$ cat src/program.mem
// One 16-bit instruction word per address, 0x00 to 0x3F, eight words per line
// Opcode in bits 15:13 (0 NOP, 1 JMP, 2 YIELD, 3 HALT, 4..7 illegal), jump target in bits 5:0
0000 0000 4000 0000 6000 0000 200A 6000
6000 6000 0000 4000 0000 6000 0000 8000
0000 0000 0000 0000 0000 0000 0000 0000
0000 0000 0000 0000 4000 0000 0000 0000
0000 0000 0000 0000 6000 6000 6000 6000
6000 6000 6000 6000 6000 6000 6000 6000
6000 6000 6000 6000 6000 6000 6000 6000
6000 6000 6000 6000 6000 6000 6000 6000

$ cat src/hdl/thread_pkg.sv
package thread_pkg;

	// Hardware threads sharing the fetch path
	localparam int N_THREADS = 4;

	// Thread index
	typedef logic [$clog2(N_THREADS)-1:0] thread_t;

	// One runnable bit per thread
	typedef logic [N_THREADS-1:0] thread_mask_t;

endpackage

$ cat src/hdl/cpu_pkg.sv
package cpu_pkg;

	// Instruction memory geometry
	localparam int IADDR_W  = 6;
	localparam int INSTR_W  = 16;
	localparam int OPCODE_W = 3;

	// Prefetch buffer between fetch and execute
	localparam int FIFO_DEPTH = 4;

	// Hex image loaded into the instruction memory
	localparam string PROGRAM_FILE = "/design/src/program.mem";

	typedef logic [IADDR_W-1:0] iaddr_t;
	typedef logic [INSTR_W-1:0] instr_t;

	// Opcode sits in the top OPCODE_W bits, values 4..7 are illegal
	typedef enum logic [OPCODE_W-1:0] {
		OP_NOP   = 3'd0,
		OP_JMP   = 3'd1,
		OP_YIELD = 3'd2,
		OP_HALT  = 3'd3
	} opcode_e;

	// Kind of thread switch sent from execute back to fetch
	typedef enum logic [1:0] {
		SW_JMP   = 2'd1,
		SW_YIELD = 2'd2,
		SW_HALT  = 2'd3
	} sw_kind_e;

	// One prefetched instruction with its origin
	typedef struct packed {
		instr_t             instr;
		iaddr_t             addr;
		thread_pkg::thread_t thread;
	} fetch_item_t;

endpackage

$ cat src/hdl/instr_stream_if.sv
`timescale 1ns/1ps

interface instr_stream_if import cpu_pkg::*; ();

	// Item handshake, transfer when both are high at the clock edge
	logic        valid;
	logic        ready;
	fetch_item_t data;

	// Producer side
	modport source (
		output valid,
		output data,
		input  ready
	);

	// Consumer side
	modport sink (
		input  valid,
		input  data,
		output ready
	);

endinterface

$ cat src/hdl/exec_ctrl_if.sv
`timescale 1ns/1ps

interface exec_ctrl_if import cpu_pkg::*; ();

	// Switch request, held by the executor until sw_ready
	logic     sw_valid;
	logic     sw_ready;
	sw_kind_e sw_kind;
	iaddr_t   sw_target;
	// Strobe for every instruction taken by the executor
	logic     executed;

	modport executor (output sw_valid, sw_kind, sw_target, executed, input sw_ready);
	modport fetch (input sw_valid, sw_kind, sw_target, executed, output sw_ready);
	modport monitor (input sw_valid, sw_ready, sw_kind, sw_target, executed);

endinterface

$ cat src/hdl/thread_scheduler.sv
`timescale 1ns/1ps

module thread_scheduler import cpu_pkg::*; import thread_pkg::*; (
	input  logic          CLK,
	input  logic          rst_n,
	// Thread start channel
	input  logic          start_valid,
	output logic          start_ready,
	input  thread_t       start_thread,
	input  iaddr_t        start_entry,
	// Switch requests, observed only
	exec_ctrl_if.monitor  ctrl,
	output thread_t       thread_num,
	output thread_t       thread_num_ahead,
	output logic          reload,
	// Pointer memory initialisation toward fetch
	output logic          init_wr,
	output thread_t       init_thread,
	output iaddr_t        init_addr,
	output logic          idle
);

	thread_mask_t runnable;
	logic         sw_fire;
	logic         start_fire;
	logic         others_left;

	assign sw_fire = ctrl.sw_valid & ctrl.sw_ready;

	// A thread can be started only while it is not runnable
	// Starts wait out the cycle of a switch, it owns the pointer memory port
	assign start_ready = ~runnable[start_thread] & ~sw_fire;
	assign start_fire  = start_valid & start_ready;

	assign init_wr     = start_fire;
	assign init_thread = start_thread;
	assign init_addr   = start_entry;

	assign idle = (runnable == '0);

	// Threads other than the current one still runnable
	assign others_left = ((runnable & ~(thread_mask_t'(1) << thread_num)) != '0);

	// *********************************************************************
	// Look-ahead selection
	// *********************************************************************
	always_comb begin
		thread_t cand;
		cand = thread_num;
		thread_num_ahead = thread_num;
		// Walk backwards so the closest runnable successor wins
		// i == N_THREADS wraps onto the current thread itself
		for (int i = N_THREADS; i >= 1; i--) begin
			cand = thread_t'(thread_num + i);
			if (runnable[cand])
				thread_num_ahead = cand;
		end
	end

	// *********************************************************************
	// Runnable mask, current thread, reload request
	// *********************************************************************
	always_ff @(posedge CLK) begin
		if (!rst_n) begin
			runnable   <= '0;
			thread_num <= '0;
			reload     <= 1'b0;
		end else begin
			// Halt drops the current thread from the mask
			if (sw_fire && ctrl.sw_kind == SW_HALT)
				runnable[thread_num] <= 1'b0;
			if (start_fire)
				runnable[start_thread] <= 1'b1;

			// Reload needs a thread to go to, none left after the last halt
			reload <= (sw_fire && (ctrl.sw_kind != SW_HALT || others_left))
				|| (start_fire && idle);

			// Move on while fetch loads the pointers of that thread
			if (reload)
				thread_num <= thread_num_ahead;
		end
	end

endmodule

$ cat src/hdl/instruction_fetch.sv
`timescale 1ns/1ps

module instruction_fetch import cpu_pkg::*; import thread_pkg::*; (
	input  logic          CLK,
	input  logic          rst_n,
	input  thread_t       thread_num,
	input  thread_t       thread_num_ahead,
	input  logic          reload,
	input  logic          init_wr,
	input  thread_t       init_thread,
	input  iaddr_t        init_addr,
	exec_ctrl_if.fetch    ctrl,
	instr_stream_if.source out
);

	// Saved pointer per thread, next address to run
	iaddr_t ptr_mem [N_THREADS];
	// Next address to read
	iaddr_t cur_ptr;
	// Address of the last instruction taken by the executor
	iaddr_t eff_ptr;
	iaddr_t save_ptr;

	instr_t instr_mem [2**IADDR_W];

	logic        running;
	logic        item_valid;
	fetch_item_t item_q;
	logic        sw_fire;
	logic        issue;

	initial
		$readmemh(PROGRAM_FILE, instr_mem);

	// Busy while the pointers of the next thread load
	assign ctrl.sw_ready = ~reload;
	assign sw_fire = ctrl.sw_valid & ctrl.sw_ready;

	// Read when running and the output slot is free or leaving
	assign issue = running & ~sw_fire & (~item_valid | out.ready);

	// JMP resumes at its target, YIELD just past itself
	assign save_ptr = (ctrl.sw_kind == SW_JMP) ? ctrl.sw_target : eff_ptr + 1'b1;

	// *********************************************************************
	// Pointer memory
	// *********************************************************************
	// Start and switch never share a cycle
	always_ff @(posedge CLK) begin
		if (init_wr)
			ptr_mem[init_thread] <= init_addr;
		else if (sw_fire && ctrl.sw_kind != SW_HALT)
			ptr_mem[thread_num] <= save_ptr;
	end

	// *********************************************************************
	// Current and effective pointers, fetch control
	// *********************************************************************
	always_ff @(posedge CLK) begin
		if (!rst_n) begin
			running    <= 1'b0;
			item_valid <= 1'b0;
			cur_ptr    <= '0;
			eff_ptr    <= '0;
		end else if (reload) begin
			running    <= 1'b1;
			item_valid <= 1'b0;
			cur_ptr    <= ptr_mem[thread_num_ahead];
			// One behind, nothing of this thread retired yet
			eff_ptr    <= ptr_mem[thread_num_ahead] - 1'b1;
		end else if (sw_fire) begin
			// Drop the read in flight and wait for the reload
			running    <= 1'b0;
			item_valid <= 1'b0;
		end else begin
			if (issue)
				cur_ptr <= cur_ptr + 1'b1;
			if (ctrl.executed)
				eff_ptr <= eff_ptr + 1'b1;
			// Item stays put under back-pressure
			item_valid <= issue | (item_valid & ~out.ready);
		end
	end

	// *********************************************************************
	// Instruction memory, registered read
	// *********************************************************************
	always_ff @(posedge CLK) begin
		if (issue) begin
			item_q.instr  <= instr_mem[cur_ptr];
			item_q.addr   <= cur_ptr;
			item_q.thread <= thread_num;
		end
	end

	assign out.valid = item_valid;
	assign out.data  = item_q;

endmodule

$ cat src/hdl/instr_fifo.sv
`timescale 1ns/1ps

module instr_fifo #(
	parameter type payload_t = logic,
	parameter int  DEPTH = 2
) (
	input  logic           CLK,
	input  logic           rst_n,
	input  logic           flush,
	instr_stream_if.sink   in,
	instr_stream_if.source out
);

	localparam int PTR_W = (DEPTH > 1) ? $clog2(DEPTH) : 1;
	localparam int CNT_W = $clog2(DEPTH + 1);

	payload_t mem [DEPTH];

	logic [PTR_W-1:0] wr_ptr;
	logic [PTR_W-1:0] rd_ptr;
	logic [CNT_W-1:0] count;
	logic             push;
	logic             pop;

	// Full drops ready, empty drops valid
	assign in.ready  = (count != CNT_W'(DEPTH));
	assign out.valid = (count != '0);
	assign out.data  = mem[rd_ptr];

	assign push = in.valid & in.ready;
	assign pop  = out.valid & out.ready;

	// Storage, no reset
	always_ff @(posedge CLK) begin
		if (push)
			mem[wr_ptr] <= in.data;
	end

	// Pointers wrap at DEPTH, which need not be a power of two
	always_ff @(posedge CLK) begin
		if (!rst_n || flush) begin
			wr_ptr <= '0;
			rd_ptr <= '0;
			count  <= '0;
		end else begin
			if (push)
				wr_ptr <= (wr_ptr == PTR_W'(DEPTH - 1)) ? '0 : wr_ptr + 1'b1;
			if (pop)
				rd_ptr <= (rd_ptr == PTR_W'(DEPTH - 1)) ? '0 : rd_ptr + 1'b1;
			// Push and pop together leave the count alone
			if (push && !pop)
				count <= count + 1'b1;
			else if (pop && !push)
				count <= count - 1'b1;
		end
	end

endmodule

$ cat src/hdl/instr_executor.sv
`timescale 1ns/1ps

module instr_executor import cpu_pkg::*; import thread_pkg::*; (
	input  logic          CLK,
	input  logic          rst_n,
	instr_stream_if.sink  in,
	exec_ctrl_if.executor ctrl,
	output logic          retire_valid,
	output thread_t       retire_thread,
	output iaddr_t        retire_addr,
	output instr_t        retire_instr,
	output logic          err
);

	opcode_e op;
	logic    pop;

	assign op = opcode_e'(in.data.instr[INSTR_W-1 -: OPCODE_W]);

	// Take everything until a switch is pending
	assign in.ready = ~ctrl.sw_valid;
	assign pop      = in.valid & in.ready;

	assign ctrl.executed = pop;

	// *********************************************************************
	// Retire and switch request
	// *********************************************************************
	always_ff @(posedge CLK) begin
		if (!rst_n) begin
			retire_valid  <= 1'b0;
			ctrl.sw_valid <= 1'b0;
			err           <= 1'b0;
		end else begin
			retire_valid <= pop;
			if (ctrl.sw_valid && ctrl.sw_ready)
				ctrl.sw_valid <= 1'b0;
			if (pop) begin
				case (op)
					OP_NOP: ;
					OP_JMP, OP_YIELD, OP_HALT:
						ctrl.sw_valid <= 1'b1;
					// Illegal opcode, sticky error and stop the thread
					default: begin
						err           <= 1'b1;
						ctrl.sw_valid <= 1'b1;
					end
				endcase
			end
		end
	end

	// Payload registers
	always_ff @(posedge CLK) begin
		if (pop) begin
			retire_thread <= in.data.thread;
			retire_addr   <= in.data.addr;
			retire_instr  <= in.data.instr;
			case (op)
				OP_JMP:   ctrl.sw_kind <= SW_JMP;
				OP_YIELD: ctrl.sw_kind <= SW_YIELD;
				default:  ctrl.sw_kind <= SW_HALT;
			endcase
			// Jump target in the low bits, else the own address
			ctrl.sw_target <= (op == OP_JMP) ? in.data.instr[IADDR_W-1:0] : in.data.addr;
		end
	end

endmodule

$ cat src/hdl/thread_fetch_top.sv
`timescale 1ns/1ps

module thread_fetch_top import cpu_pkg::*; import thread_pkg::*; (
	input  logic    CLK,
	input  logic    rst_n,
	// Start channel
	input  logic    start_valid,
	output logic    start_ready,
	input  thread_t start_thread,
	input  iaddr_t  start_entry,
	// Retire strobe and its item
	output logic    retire_valid,
	output thread_t retire_thread,
	output iaddr_t  retire_addr,
	output instr_t  retire_instr,
	// Status
	output logic    idle,
	output logic    err
);

	thread_t thread_num;
	thread_t thread_num_ahead;
	logic    reload;
	logic    init_wr;
	thread_t init_thread;
	iaddr_t  init_addr;
	logic    flush;

	exec_ctrl_if    ctrl_bus ();
	instr_stream_if fetch_stream ();
	instr_stream_if exec_stream ();

	// Prefetched work is stale once a switch is accepted
	assign flush = ctrl_bus.sw_valid & ctrl_bus.sw_ready;

	thread_scheduler u_scheduler (
		.CLK, .rst_n,
		.start_valid, .start_ready, .start_thread, .start_entry,
		.ctrl (ctrl_bus.monitor),
		.thread_num, .thread_num_ahead, .reload,
		.init_wr, .init_thread, .init_addr,
		.idle
	);

	instruction_fetch u_fetch (
		.CLK, .rst_n,
		.thread_num, .thread_num_ahead, .reload,
		.init_wr, .init_thread, .init_addr,
		.ctrl (ctrl_bus.fetch),
		.out  (fetch_stream.source)
	);

	instr_fifo #(.payload_t(fetch_item_t), .DEPTH(FIFO_DEPTH)) u_fifo (
		.CLK, .rst_n, .flush,
		.in  (fetch_stream.sink),
		.out (exec_stream.source)
	);

	instr_executor u_executor (
		.CLK, .rst_n,
		.in   (exec_stream.sink),
		.ctrl (ctrl_bus.executor),
		.retire_valid, .retire_thread, .retire_addr, .retire_instr,
		.err
	);

endmodule

$ cat config.mk
export PLATFORM = sky130hd
export DESIGN_NAME = thread_fetch_top
export DESIGN_NICKNAME = d
export VERILOG_FILES = /design/src/hdl/thread_pkg.sv /design/src/hdl/cpu_pkg.sv /design/src/hdl/instr_stream_if.sv /design/src/hdl/exec_ctrl_if.sv /design/src/hdl/thread_scheduler.sv /design/src/hdl/instruction_fetch.sv /design/src/hdl/instr_fifo.sv /design/src/hdl/instr_executor.sv /design/src/hdl/thread_fetch_top.sv
export SDC_FILE = /design/constraint.sdc
export NUM_CORES = 1
export LEC_CHECK = 0
export BUFFER_PORTS_ARGS = -buffer_cell sky130_fd_sc_hd__buf_2
export CAP_MARGIN = 0
export CELL_PAD_IN_SITES_DETAIL_PLACEMENT = 0
export CELL_PAD_IN_SITES_GLOBAL_PLACEMENT = 1
export CORE_ASPECT_RATIO = 0.7
export CORE_UTILIZATION = 46
export CTS_BUF_LIST = sky130_fd_sc_hd__clkbuf_2
export CTS_CLUSTER_DIAMETER = 150
export DETAILED_ROUTE_END_ITERATION = 8
export PLACE_DENSITY = 0.89
export SLEW_MARGIN = 20
export SYNTH_ARGS = -nofsm -noshare
export SYNTH_HDL_FRONTEND = slang
export SYNTH_SLANG_ARGS = --single-unit
$ cat constraint.sdc
create_clock -name CLK -period 2.2 [get_ports CLK]
set_input_delay 0.11 -clock CLK [delete_from_list [all_inputs] [get_ports CLK]]
set_output_delay 0.11 -clock CLK [all_outputs]
set_load 0.02 [all_outputs]
==> flow_metrics.py <==
metrics = {
    "status": {
        "status": "complete, no violations",
    },
    "clock_tree": {
        "clockRootBuffer": "clkbuf_2",
        "worstSkewPairLatency_ns": 0.57,
        "cts_buffers": 9,
        "cts_tree": "yes",
        "cts_buffer_depth": 2,
        "htree_levels": 3,
        "cts_sinks": 98,
        "clkTransAtPathRegs_ns": 0.25,
    },
    "setup_path": {
        "slowest_stage": "dfxtp_4",
        "cp_max_fo": 5,
        "required_ns": 2.72,
        "crit_start": "u_fifo.count[1]$_SDFFE_PP0P_",
        "worstRegToRegCells": 9,
        "startpoint_type": "register",
        "cp-endpoint": "u_fifo.count[2]$_SDFFE_PP0P_",
        "crit_path_end_kind": "register",
        "setup.worst_path.class": "reg -> reg",
        "slowest_delay_ns": 0.43,
        "rr_endpoint": "u_fifo.count[2]$_SDFFE_PP0P_",
        "r2r_slack_ns": 0.06,
        "worst_ep_arrival_time_ns": 2.65,
        "crit_chain": "nor3_4 > nor2_2 > inv_2 > ha_2 > inv_1 > fa_2 > xor2_1 > or3_1 > a21oi_2",
        "r2r_start": "u_fifo.count[1]$_SDFFE_PP0P_",
    },
    "floorplan": {
        "initial_utilization_pct": 49.1,
        "coreArea_mm2": 0.00811,
        "num_rows": 27,
        "die-area_mm2": 0.00903,
        "io_pins": 39,
        "die_x_um": 113,
        "fp.dieH_um": 79.8,
    },
    "detailed_routing": {
        "drtPass1Iterations": 5,
        "drt_wl_total_um": 6420,
        "viasPerCell": 5.09,
        "dr.first_iter.drc_count": 114,
        "wl_per_cell_um": 15.4,
        "dr_total_vias": 2121,
        "ant_nets": 0,
        "drc": 0,
    },
    "global_route": {
        "grt_max_degree": 17,
        "grt_pass1_wl_um": 10200,
        "antenna_found_initial": 0,
        "grt_overflow": 0,
        "grt_usage_pct": 15.4,
        "grt_pass1_vias": 2091,
    },
    "flow_run": {
        "cap_violations": 0,
    },
    "synth": {
        "yosysTopAreaCell": "edfxtp_1",
        "yosysUniqueCellTypes": 49,
        "synth-seq-cells": 98,
        "ys.flop_type": "edfxtp_1",
        "ys_warn_count": 0,
        "yosysSeqAreaShare_pct": 67.4,
        "async_flop_share_pct": 0,
        "synthTopCellsByArea": "edfxtp_1 (54%), dfxtp_1 (13%), mux4_2 (5.1%)",
        "synth_top_area_share_pct": 54.4,
        "synth_edf_count": 72,
        "synth.cell_area_mm2": 0.00398,
        "synthCells": 267,
        "avgSynthCellArea_um2": 14.9,
    },
    "sta": {
        "fin_skew_ns": 0.0239,
        "setup_viol": 0,
        "tns_ns": 0,
        "finalHoldViolations": 0,
        "worst_pin_slew_ns": 0.546,
        "min_period_over_period_pct": 97.1,
        "period_needed_ns": 2.14,
        "fmax_ghz": 0.468,
        "finalMaxSlewViolations": 0,
        "timing.slew.headroom_pct": 63.5,
    },
    "power_and_ir_drop": {
        "ir_drop_v": 0.000547,
        "p_leak_nw": 1.60,
        "powerDensity_mw_per_mm2": 1020,
    },
    "layout": {
        "drive_gt1_share_pct": 23.7,
        "layout_common_cells": "edfxtp_1 (72), dfxtp_1 (23), buf_2 (21), nand2_1 (19), conb_1 (17)",
        "syn_to_final_growth_pct": 11.5,
        "fin_nets": 330,
        "n_fill_cell": 654,
        "n_antenna_cell": 0,
        "finalNonFillerCells": 417,
        "fin_util_pct": 54.7,
        "final_common_cell": "edfxtp_1",
    },
    "placement": {
        "gp_congestion": 0.755,
        "hpwl_um": 4280,
        "dp_cells": 389,
        "port-buffer-count": 21,
    },
    "hold_path": {
        "hold_class": "in -> reg",
    },
}
metal layers:
| layer | wire length (µm) | global-route usage, % | vias up |
|---|---|---|---|
| li1 | - | - | 1051 |
| met1 | 2970 | 18.5 | 1020 |
| met2 | 3130 | 25.3 | 48 |
| met3 | 316 | 6.15 | 2 |
| met4 | 12 | 5.53 | 0 |
| met5 | 0 | 0 | - |
cells in the mapped netlist, types with 3 or more instances:
master,count
a21boi_1,3
a21oi_1,13
and2_1,5
buf_4,19
clkbuf_1,3
dfxtp_1,26
edfxtp_1,72
ha_1,7
inv_1,5
inv_2,3
mux2_1,3
mux2i_1,9
mux4_2,9
nand2_1,19
nand2b_1,4
nand3_1,5
nor2_1,11
o21a_1,5
xnor2_1,4
xor2_1,3
state kept, by name, summed over array words and instances, names as in the netlist, named ones only:
| name | flops |
|---|---|
| u_fetch.running | 1 |
| u_fifo.count | 3 |
| u_executor.ctrl.sw_valid | 1 |
| u_fetch.ptr_mem | 24 |
| u_executor.ctrl.sw_target | 6 |
| u_fetch.cur_ptr | 6 |
| u_scheduler.thread_num | 2 |
| u_executor.retire_thread | 2 |
| u_scheduler.reload | 1 |
| u_executor.retire_valid | 1 |
| u_fifo.wr_ptr | 2 |
| u_fifo.rd_ptr | 2 |
| u_fetch.out.valid | 1 |
| u_fetch.out.data | 8 |
| u_fifo.mem | 32 |
| u_scheduler.runnable | 4 |
layout make-up:
cell class              instances  area, µm²  share of cell area, %
multi-input cells             151       1180                   26.6
repair buffers                 43        293                   6.60
inverters                       8       30.0                  0.677
well taps                     101        126                   2.85
clock buffers                  10       50.0                   1.13
flip-flops and latches         98       2690                   60.7
clock inverters                 6       63.8                   1.44
worst max-delay path, delay by kind of cell (launching register included):
| family | cells | cell delay [ns] |
|---|---|---|
| AOI/OAI and AO/OA | 1 | 0.17 |
| adders and majority gates | 2 | 0.55 |
| xor gates and xnor gates | 1 | 0.16 |
| buffers and inverters | 2 | 0.12 |
| DFF | 1 | 0.43 |
| and+or+nand+nor | 3 | 0.67 |
how the worst min path moves through the flow:
stage	cells past startpoint	to	from
floorplan	0	u_fetch.ptr_mem[0][0]$_DFFE_PP_	start_entry[0]
global placement	1	u_fetch.ptr_mem[2][3]$_DFFE_PP_	start_entry[3]
finish	3	u_fetch.ptr_mem[0][5]$_DFFE_PP_	start_thread[0]
detailed placement	1	u_fetch.ptr_mem[1][3]$_DFFE_PP_	start_entry[3]
CTS	3	u_fetch.ptr_mem[1][5]$_DFFE_PP_	start_thread[1]
global route	3	u_fetch.ptr_mem[0][5]$_DFFE_PP_	start_thread[0]
power by group:
group          switching (mW)  internal (mW)
logic                   0.655          0.504
registers               0.206           2.32
clock network           0.582          0.269
repair_timing:
item,CTS,global route
setup buffers,0,3
hold buffers,8,1
setup endpoints to repair,1,1
resized for setup,1,11
pin swaps,0,4
endpoints found under the hold margin,38,2
gates cloned,0,0
per-stage QoR:
stage                     power [mW]  worst slack [ns]  cell area (µm²)  hold WS [ns]
after floorplan                 3.33            0.0570             4040         0.209
after global placement          3.61             0.130             4170         0.323
after detailed placement        3.64            0.0346             4170         0.328
after CTS                       4.50            0.0184             4360        0.0122
after global routing            4.79           -0.0219             4430       0.00170
final                           4.54            0.0629             4430        0.0616
kinds of logic after synthesis:
logic type | after synthesis | share of synthesized area (%)
mux | 21 | 8.21
compound gates | 42 | 7.58
flops | 98 | 67.4
xor+xnor | 7 | 1.54
other cells | 1 | 0.0943
simple gates | 56 | 7.17
buf+inv | 34 | 5.25
fa+ha+maj | 8 | 2.71
No activity file was read; power rests on OpenSTA's default activity.
